[src/design/cpuCtrl_settings.svh]
// Multicycle control unit settings for field widths and step counts

`ifndef CPU_CTRL_SETTINGS_SVH
`define CPU_CTRL_SETTINGS_SVH

// Instruction fields seen by the decoder
`define CTRL_OP_W 6
`define CTRL_FUNCT_W 6

// Step counter inside a state
// Wide enough for the longest state, which is fetch
`define CTRL_STEP_W 2

// Fetch cycles spent reading memory
// The cycle after them loads IR and PC
`define CTRL_FETCH_READS 3

`endif

[src/design/cpuCtrlPkg.sv]
// Control unit package with instruction encodings, FSM states and control word types

`include "cpuCtrl_settings.svh"

package cpuCtrlPkg;

    typedef enum logic [`CTRL_OP_W-1:0] {
        opRType = 6'b000000,
        opAddi = 6'b001000,
        opAddiu = 6'b001001
    } opcode_e;

    typedef enum logic [`CTRL_FUNCT_W-1:0] {
        fnSll = 6'b000000,
        fnSrl = 6'b000010,
        fnSra = 6'b000011,
        fnSllv = 6'b000100,
        fnSrav = 6'b000111,
        fnAdd = 6'b100000,
        fnSub = 6'b100010,
        fnAnd = 6'b100100
    } funct_e;

    typedef enum logic [1:0] {classAluReg, classAluImm, classShift, classOpError} instrClass_e;

    typedef enum logic [2:0] {aluPass, aluAdd, aluSub, aluAnd} aluOp_e;

    typedef enum logic [2:0] {
        shiftIdle,
        shiftLoad,
        shiftLeft,
        shiftLogicRight,
        shiftArithRight
    } shiftOp_e;

    typedef enum logic [2:0] {
        stResetInit,
        stFetch,
        stDecode,
        stExecute,
        stOverflowExc,
        stOpErrorExc
    } ctrlState_e;

    typedef struct packed {
        shiftOp_e op;
    } shiftCtrl_t;

    typedef struct packed {
        instrClass_e instrClass;
        aluOp_e aluOp;
        logic immediate;
        logic checkOverflow;
        logic writeRd;
        shiftCtrl_t shift;
        logic variableAmt;
    } decodedInstr_t;

    typedef struct packed {
        logic [1:0] iorD;
        logic [1:0] writeRegSel;
        logic [1:0] aluSrcA;
        logic [1:0] aluSrcB;
        logic [1:0] pcSource;
        logic [2:0] writeDataSel;
        logic [1:0] shiftIn;
        logic [1:0] shiftAmt;
    } muxSel_t;

    typedef struct packed {
        logic pcWrite;
        logic loadAB;
        logic aluOutLoad;
        logic memRead;
        logic irWrite;
        logic regWrite;
        logic signExtend;
    } ctrlEnable_t;

    // Datapath mux encodings
    localparam logic [1:0] iorDPc = 2'b00;
    localparam logic [1:0] regSelRt = 2'b00;
    localparam logic [1:0] regSelRd = 2'b01;
    localparam logic [1:0] regSelStack = 2'b11;
    localparam logic [1:0] srcAPc = 2'b00;
    localparam logic [1:0] srcAReg = 2'b10;
    localparam logic [1:0] srcBReg = 2'b00;
    localparam logic [1:0] srcBFour = 2'b01;
    localparam logic [1:0] srcBImm = 2'b10;
    localparam logic [1:0] srcBBranchOff = 2'b11;
    localparam logic [1:0] pcSrcAluResult = 2'b00;
    localparam logic [2:0] dataSelAluOut = 3'b000;
    localparam logic [2:0] dataSelShifter = 3'b101;
    localparam logic [2:0] dataSelStackDefault = 3'b110;
    localparam logic [1:0] shiftInA = 2'b00;
    localparam logic [1:0] shiftInB = 2'b10;
    localparam logic [1:0] shiftAmtReg = 2'b00;
    localparam logic [1:0] shiftAmtShamt = 2'b01;

endpackage

[src/design/ctrlSequencer.sv]
// Control sequencer FSM walking reset, fetch, decode, execute and exception steps

`timescale 1ns/10ps

`include "cpuCtrl_settings.svh"

module ctrlSequencer (
    input logic clk,
    input logic rst,
    input cpuCtrlPkg::decodedInstr_t decoded,
    input logic overflow,
    output cpuCtrlPkg::ctrlState_e state,
    output logic [`CTRL_STEP_W-1:0] step
);
    import cpuCtrlPkg::*;

    logic lastStep;
    logic overflowTrap;

    // Last step of the current state
    always_comb begin
        case (state)
            stFetch: lastStep = (step == `CTRL_STEP_W'(`CTRL_FETCH_READS));
            stDecode: lastStep = (step == `CTRL_STEP_W'(1));
            stExecute: begin
                if (decoded.instrClass == classShift) begin
                    lastStep = (step == `CTRL_STEP_W'(2));
                end else begin
                    lastStep = (step == `CTRL_STEP_W'(1));
                end
            end
            stOverflowExc: lastStep = (step == `CTRL_STEP_W'(1));
            default: lastStep = 1'b1;
        endcase
    end

    // ALU flag is valid while the result is being latched in execute step 0
    assign overflowTrap = (state == stExecute) && (decoded.instrClass != classShift) &&
        (step == '0) && decoded.checkOverflow && overflow;

    always_ff @(posedge clk) begin
        if (rst) begin
            state <= stResetInit;
            step <= '0;
        end else if (overflowTrap) begin
            // Trap takes the place of the write-back cycle
            state <= stOverflowExc;
            step <= '0;
        end else if (!lastStep) begin
            step <= step + 1'b1;
        end else begin
            step <= '0;
            case (state)
                stFetch: state <= stDecode;
                stDecode: begin
                    if (decoded.instrClass == classOpError) begin
                        state <= stOpErrorExc;
                    end else begin
                        state <= stExecute;
                    end
                end
                default: state <= stFetch;
            endcase
        end
    end

endmodule

[src/design/ctrlWordGen.sv]
// Control word generator driving datapath selects and enables from state and step

`timescale 1ns/10ps

`include "cpuCtrl_settings.svh"

module ctrlWordGen (
    input cpuCtrlPkg::ctrlState_e state,
    input logic [`CTRL_STEP_W-1:0] step,
    input cpuCtrlPkg::decodedInstr_t decoded,
    output cpuCtrlPkg::muxSel_t muxSel,
    output cpuCtrlPkg::ctrlEnable_t enables,
    output cpuCtrlPkg::aluOp_e aluOp,
    output cpuCtrlPkg::shiftOp_e shiftOp
);
    import cpuCtrlPkg::*;

    always_comb begin
        muxSel = '0;
        enables = '0;
        aluOp = aluPass;
        shiftOp = shiftIdle;

        case (state)
            // Stack pointer gets its default value
            stResetInit: begin
                muxSel.writeRegSel = regSelStack;
                muxSel.writeDataSel = dataSelStackDefault;
                enables.regWrite = 1'b1;
            end

            // PC + 4 stays on the ALU output for the whole fetch
            stFetch: begin
                muxSel.iorD = iorDPc;
                muxSel.aluSrcA = srcAPc;
                muxSel.aluSrcB = srcBFour;
                aluOp = aluAdd;
                if (step < `CTRL_STEP_W'(`CTRL_FETCH_READS)) begin
                    enables.memRead = 1'b1;
                end else begin
                    muxSel.pcSource = pcSrcAluResult;
                    enables.pcWrite = 1'b1;
                    enables.irWrite = 1'b1;
                end
            end

            stDecode: begin
                if (step == '0) begin
                    // Branch target into ALUOut ahead of need
                    muxSel.aluSrcA = srcAPc;
                    muxSel.aluSrcB = srcBBranchOff;
                    aluOp = aluAdd;
                    enables.aluOutLoad = 1'b1;
                end else begin
                    enables.loadAB = 1'b1;
                end
            end

            stExecute: begin
                if (decoded.instrClass == classShift) begin
                    muxSel.shiftIn = decoded.variableAmt ? shiftInA : shiftInB;
                    muxSel.shiftAmt = decoded.variableAmt ? shiftAmtReg : shiftAmtShamt;
                    case (step)
                        `CTRL_STEP_W'(0): shiftOp = shiftLoad;
                        `CTRL_STEP_W'(1): shiftOp = decoded.shift.op;
                        default: begin
                            muxSel.writeRegSel = decoded.writeRd ? regSelRd : regSelRt;
                            muxSel.writeDataSel = dataSelShifter;
                            enables.regWrite = 1'b1;
                        end
                    endcase
                end else begin
                    muxSel.aluSrcA = srcAReg;
                    muxSel.aluSrcB = decoded.immediate ? srcBImm : srcBReg;
                    aluOp = decoded.aluOp;
                    if (step == '0) begin
                        enables.aluOutLoad = 1'b1;
                        enables.signExtend = decoded.immediate;
                    end else begin
                        // Immediate forms write rt
                        muxSel.writeRegSel = decoded.writeRd ? regSelRd : regSelRt;
                        muxSel.writeDataSel = dataSelAluOut;
                        enables.regWrite = 1'b1;
                    end
                end
            end

            // Exception steps only return to fetch
            default: begin
                enables = '0;
            end
        endcase
    end

endmodule

[src/design/instrDecoder.sv]
// Instruction decoder mapping opcode and funct to a class and its execute settings

`timescale 1ns/10ps

module instrDecoder (
    input cpuCtrlPkg::opcode_e op,
    input cpuCtrlPkg::funct_e funct,
    output cpuCtrlPkg::decodedInstr_t decoded
);
    import cpuCtrlPkg::*;

    always_comb begin
        decoded = '0;
        decoded.instrClass = classOpError;
        decoded.aluOp = aluPass;
        decoded.shift.op = shiftIdle;

        case (op)
            opRType: begin
                decoded.writeRd = 1'b1;
                case (funct)
                    fnAdd: begin
                        decoded.instrClass = classAluReg;
                        decoded.aluOp = aluAdd;
                        decoded.checkOverflow = 1'b1;
                    end
                    fnSub: begin
                        decoded.instrClass = classAluReg;
                        decoded.aluOp = aluSub;
                        decoded.checkOverflow = 1'b1;
                    end
                    fnAnd: begin
                        decoded.instrClass = classAluReg;
                        decoded.aluOp = aluAnd;
                    end
                    fnSll, fnSllv: begin
                        decoded.instrClass = classShift;
                        decoded.shift.op = shiftLeft;
                        decoded.variableAmt = (funct == fnSllv);
                    end
                    fnSra, fnSrav: begin
                        decoded.instrClass = classShift;
                        decoded.shift.op = shiftArithRight;
                        decoded.variableAmt = (funct == fnSrav);
                    end
                    fnSrl: begin
                        decoded.instrClass = classShift;
                        decoded.shift.op = shiftLogicRight;
                    end
                    default: begin
                        decoded.writeRd = 1'b0;
                    end
                endcase
            end
            opAddi: begin
                decoded.instrClass = classAluImm;
                decoded.aluOp = aluAdd;
                decoded.immediate = 1'b1;
                decoded.checkOverflow = 1'b1;
            end
            // addiu never traps
            opAddiu: begin
                decoded.instrClass = classAluImm;
                decoded.aluOp = aluAdd;
                decoded.immediate = 1'b1;
            end
            default: begin
                decoded.instrClass = classOpError;
            end
        endcase
    end

endmodule

[src/design/multicycleControl.sv]
// Multicycle MIPS control unit top joining decoder, sequencer and control word generator

`timescale 1ns/10ps

`include "cpuCtrl_settings.svh"

module multicycleControl (
    input logic clk,
    input logic rst,
    input cpuCtrlPkg::opcode_e op,
    input cpuCtrlPkg::funct_e funct,
    input logic overflow,
    output cpuCtrlPkg::muxSel_t muxSel,
    output cpuCtrlPkg::ctrlEnable_t enables,
    output cpuCtrlPkg::aluOp_e aluOp,
    output cpuCtrlPkg::shiftOp_e shiftOp
);
    import cpuCtrlPkg::*;

    decodedInstr_t decoded;
    ctrlState_e state;
    logic [`CTRL_STEP_W-1:0] step;

    instrDecoder decoder (
        .op(op),
        .funct(funct),
        .decoded(decoded)
    );

    ctrlSequencer sequencer (
        .clk(clk),
        .rst(rst),
        .decoded(decoded),
        .overflow(overflow),
        .state(state),
        .step(step)
    );

    ctrlWordGen wordGen (
        .state(state),
        .step(step),
        .decoded(decoded),
        .muxSel(muxSel),
        .enables(enables),
        .aluOp(aluOp),
        .shiftOp(shiftOp)
    );

endmodule

[config.mk]
export PLATFORM = sky130hd
export DESIGN_NAME = multicycleControl
export DESIGN_NICKNAME = d
export VERILOG_FILES = /design/src/design/cpuCtrlPkg.sv /design/src/design/ctrlSequencer.sv /design/src/design/ctrlWordGen.sv /design/src/design/instrDecoder.sv /design/src/design/multicycleControl.sv
export VERILOG_INCLUDE_DIRS = /design/src /design/src/design
export SDC_FILE = /design/constraint.sdc
export NUM_CORES = 1
export LEC_CHECK = 0
export ABC_AREA = 1
export ABC_CLOCK_PERIOD_IN_PS = 2200
export CAP_MARGIN = 20
export CORE_MARGIN = 5
export CORE_UTILIZATION = 56
export DETAILED_ROUTE_END_ITERATION = 16
export DONT_BUFFER_PORTS = 1
export PLACE_DENSITY = 0.82
export SLEW_MARGIN = 15
export SYNTH_ARGS = -nofsm -noshare
export SYNTH_HDL_FRONTEND = slang
export SYNTH_SLANG_ARGS = --single-unit
[constraint.sdc]
create_clock -name clk -period 2.2 [get_ports clk]
set_input_delay 0.11 -clock clk [delete_from_list [all_inputs] [get_ports clk]]
set_output_delay 0.11 -clock clk [all_outputs]
set_load 0.005 [all_outputs]
# == After elaboration in Yosys (flattened, before gate mapping) ==
# Index checks and enable logic that the tools add are counted.
# Widths: inputs -> output; s select.
# word_totals
register_bits,5
input_bits,15
# op_classes
addsub,1
n_lt_le_gt_ge,1
eq_ne,19
muxes,54
reduce_logical,20
# ops
op,count
$mux 3,7
$mux 1,19
$eq 6x6->1 const B,3
$pmux 3 s2,3
$pmux 3 s3,2
$mux 2,8
$pmux 2 s2,4
$reduce_or 2->1,7
$eq 6x2->1 const B,2
$eq 6x3->1 const B,2
$eq 6x4->1 const B,2
$logic_not 6->1,2
$mux 4,3
$pmux 4 s3,1
$eq 2x2->1 const B,4
$pmux 1 s2,4
$reduce_or 8->1,1
$eq 3x2->1 const B,2
$pmux 2 s3,1
$reduce_or 3->1,2
$mux 5,1
$reduce_or 5->1,1
$logic_and 1x1->1,4
$eq 3x1->1 const B,1
9 further kinds,9

# == Longest topological paths before layout ==
# logic_depth
depth_word,10
mapped_depth,12

# == Cells and area by module ==
# Synthesis repeated with hierarchy kept, for this count alone.
# unflattened
hier_cells,172
hier_area_um2,1011.0
# by_module_without_submodules
mod,n_inst,cells_each,area_per_inst_um2
ctrlSequencer,1,55,384.1
ctrlWordGen,1,60,350.3
instrDecoder,1,57,276.5

# == Worst setup path before layout ==
# Ideal clock, no wire load.
# synth_timing
kind,reg-to-output
start,register sequencer.step[0]
end,output port muxSel[13] (netlist bit)
arrival_time_ns,1.227
path_slack_ns,0.863
path_stages_with_launch,8
path_buffers,0
cell_sequence,dfxtp_1 -> inv_1 -> ha_1 -> inv_1 -> o21ai_0 -> o22ai_1 -> o21ai_0 -> inv_1
# synth_rtl
element,line_no,rtl
"start, declared",ctrlSequencer.sv:13,output logic [`CTRL_STEP_W-1:0] step
"start signal, assigned",ctrlSequencer.sv:50,step <= step + 1'b1;
"end, declared",multicycleControl.sv:13,"output cpuCtrlPkg::muxSel_t muxSel,"

==> results.tsv <==
metric	value	unit
fin_crit	1.78	ns
grt_overflow	0	
clock_latency	0.24	ns
wl_per_cell	12.2	um
drive_gt1_share	23.6	%
crit_family	compound AO/OA/AOI/OAI gates	
fp.dieW	50.1	um
slew_violations	0	
crit_buf_inv	3	
antenna_found_initial	0	
worstPathArrival	1.67	ns
grt_pass1_vias	748	
netlist.top_cell.by_area	dfxtp_1	
whs	0.0608	ns
cpPeakStageDelay	0.39	ns
p_total	0.886	mW
crit_top_cell	inv_1	
drc	0	
critical_path.max_fanout	5	
ios	45	
seqCellArea	100	um^2
reg2reg_to	sequencer.state[1]	
grt_max_degree	8	
ff2ff_path_depth	9	
reg2reg_slack	0.73	ns
crit_type	reg -> out	
gp_congestion	0.845	
fin_cells	156	
critical-path-slowest-cell	dfxtp_1	
clock_path_buffers	2	
yosysWarnings	0	
synth_area	900	um^2
multi_input_area	627	um^2
die_h	50.1	um
yosysTopAreaCellShare	11.1	%
hold_violations	0	
rsz0062_at_grt	no	
core-area	0.00152	mm^2
setup_viol_count_final	0	
grt_use_total	15.8	%
antenna_cells	0	
power_density	985	mW/mm^2
hp-class	in -> reg	
cellLeakagePower	0.490	nW
relSlewSlack	57.9	%
cp_cell_sequence	inv_1 > ha_1 > inv_1 > o21ai_0 > o22ai_1 > o21ai_0 > inv_1	
yosys_register_bits	5	
cts_tree	built	
grt_pass1_wl	3180	um
timing.final.crit_share	81.0	%
synthCells	139	
synth.area.top_cells	dfxtp_1 11%, inv_1 10%, buf_4 9.2%	
crit_path_start_kind	register	
viasPerCell	5.26	
vias	820	
ir_drop	0.000575	V
dp.cells	151	
drt_wl_total	1910	um
synth.avg_cell_area	6.47	um^2
hp-start	overflow	
whs_path_depth	2	
fmax	0.561	GHz
rows	14	
drv_cap	0	
status	finished, final reports clean	
htreeDepth	1	
nets	160	
clockRootBuffer	clkbuf_4	
start_util	59.0	%
dr.pass1.iters	4	
synth_seq_area_share	11.1	%
nFillCells	148	
cts_made_buffers	3	
endpoint_kind	primary output	
syn_to_final_growth	0	%
hold_end	sequencer.state[2]	
dp_hpwl	1680	um
port_buffers	0	
ys_types	30	
finalSetupTns	0	ns
ant_nets	0	
drtIter0Drc	24	
fin_skew	0.00389	ns
rr_startpoint	sequencer.step[0]	
dieArea	0.00251	mm^2
worst_ep_required_time	2.09	ns
cts.clk_slew.worst_paths	0.05	ns
cts_setup_buffers	0	
cts_sinks	5	
worst_pin_slew	0.615	ns
flip-flops by register name, summed over array words and instances (netlist names):
register         count
sequencer.state      3
sequencer.step       2
timing repair:
item	in CTS	in global routing
gates resized for setup	0	0
hold endpoints to repair	1	0
endpoints found under the setup margin	0	0
hold buffers	1	0
layout by cell type, fill, tap and decap left out, types with 2 or more instances in the layout:
cell	n
conb_1	8
nor2_1	11
ha_1	4
nor2_2	8
o21ai_1	2
nor2_4	2
inv_2	5
dfxtp_1	5
a21oi_1	4
nand3_2	4
nand3_4	2
clkbuf_4	3
inv_1	25
o21ai_0	5
nand2_1	22
nand3_1	12
nand2_4	2
nand2_2	2
where the power goes:
part	internal (mW)	switching [mW]
Clock	0.0686	0.0382
Sequential	0.129	0.0478
Combinational	0.195	0.407
through the flow:
step	utilization (%)	instance area [um^2]	setup WS, ns
after floorplan	-	926	0.863
after global placement	56.7	863	0.755
after detailed placement	56.7	863	0.662
after CTS	59.0	900	0.391
after global routing	59.0	900	0.268
final	59.0	900	0.418
worst max path at each step:
| stage | slack [ns] | startpoint | cells after the start | endpoint |
|---|---|---|---|---|
| finish | 0.42 | sequencer.step[0] | 7 | muxSel[13] |
| global route | 0.27 | sequencer.step[0] | 7 | muxSel[13] |
| CTS | 0.39 | sequencer.step[0] | 7 | muxSel[13] |
| detailed placement | 0.66 | sequencer.step[0] | 7 | muxSel[13] |
| global placement | 0.75 | sequencer.step[0] | 7 | muxSel[13] |
| floorplan | 0.86 | sequencer.step[0] | 7 | muxSel[13] |
synth_stat cells, drive strengths merged:
| cell type | count |
|---|---|
| nand3b | 1 |
| nand2 | 26 |
| buf | 11 |
| nor2 | 22 |
| or2 | 1 |
| inv | 30 |
| o21ai | 7 |
| clkinv | 1 |
| nand3 | 18 |
| a21oi | 5 |
| nor4 | 1 |
| o21a | 1 |
| ha | 4 |
| a2111oi | 1 |
| dfxtp | 5 |
| nand4 | 3 |
| conb | 1 |
| o22ai | 1 |
worst reg2reg max path, delay by kind of cell, from the launching register on:
| kind | cells | cell delay (ns) |
|---|---|---|
| DFF | 1 | 0.39 |
| buffers and inverters | 2 | 0.09 |
| AOI/OAI and AO/OA | 2 | 0.14 |
| adders and majority gates | 1 | 0.20 |
| and+or+nand+nor | 4 | 0.60 |
area by class of cell:
class | count | share of cell area (%)
inverter | 31 | 12.9
tap | 16 | 2.23
multi-input combinational | 99 | 69.7
sequential | 5 | 11.1
clock buffer | 4 | 2.92
timing repair buffer | 1 | 1.11
layer usage:
layer	track usage, %	share of wire, %	vias up
met2	25.7	49	29
met3	5.72	10	0
met1	19.1	40	372
met5	0	0	-
li1	-	-	419
met4	4.80	0	0
kinds of logic (layout without fill, tap and decap cells):
| group | count (synthesis) | in the layout | share of synthesized area [%] |
|---|---|---|---|
| adder cells (fa/ha/maj) | 4 | 4 | 5.56 |
| buffers and inverters | 42 | 36 | 22.1 |
| flip-flops | 5 | 5 | 11.1 |
| AND/OR/NAND/NOR | 72 | 72 | 50.3 |
| other | 1 | 8 | 0.417 |
| AO/OA/AOI/OAI | 15 | 15 | 10.4 |
(Power assumes the default switching activity.)
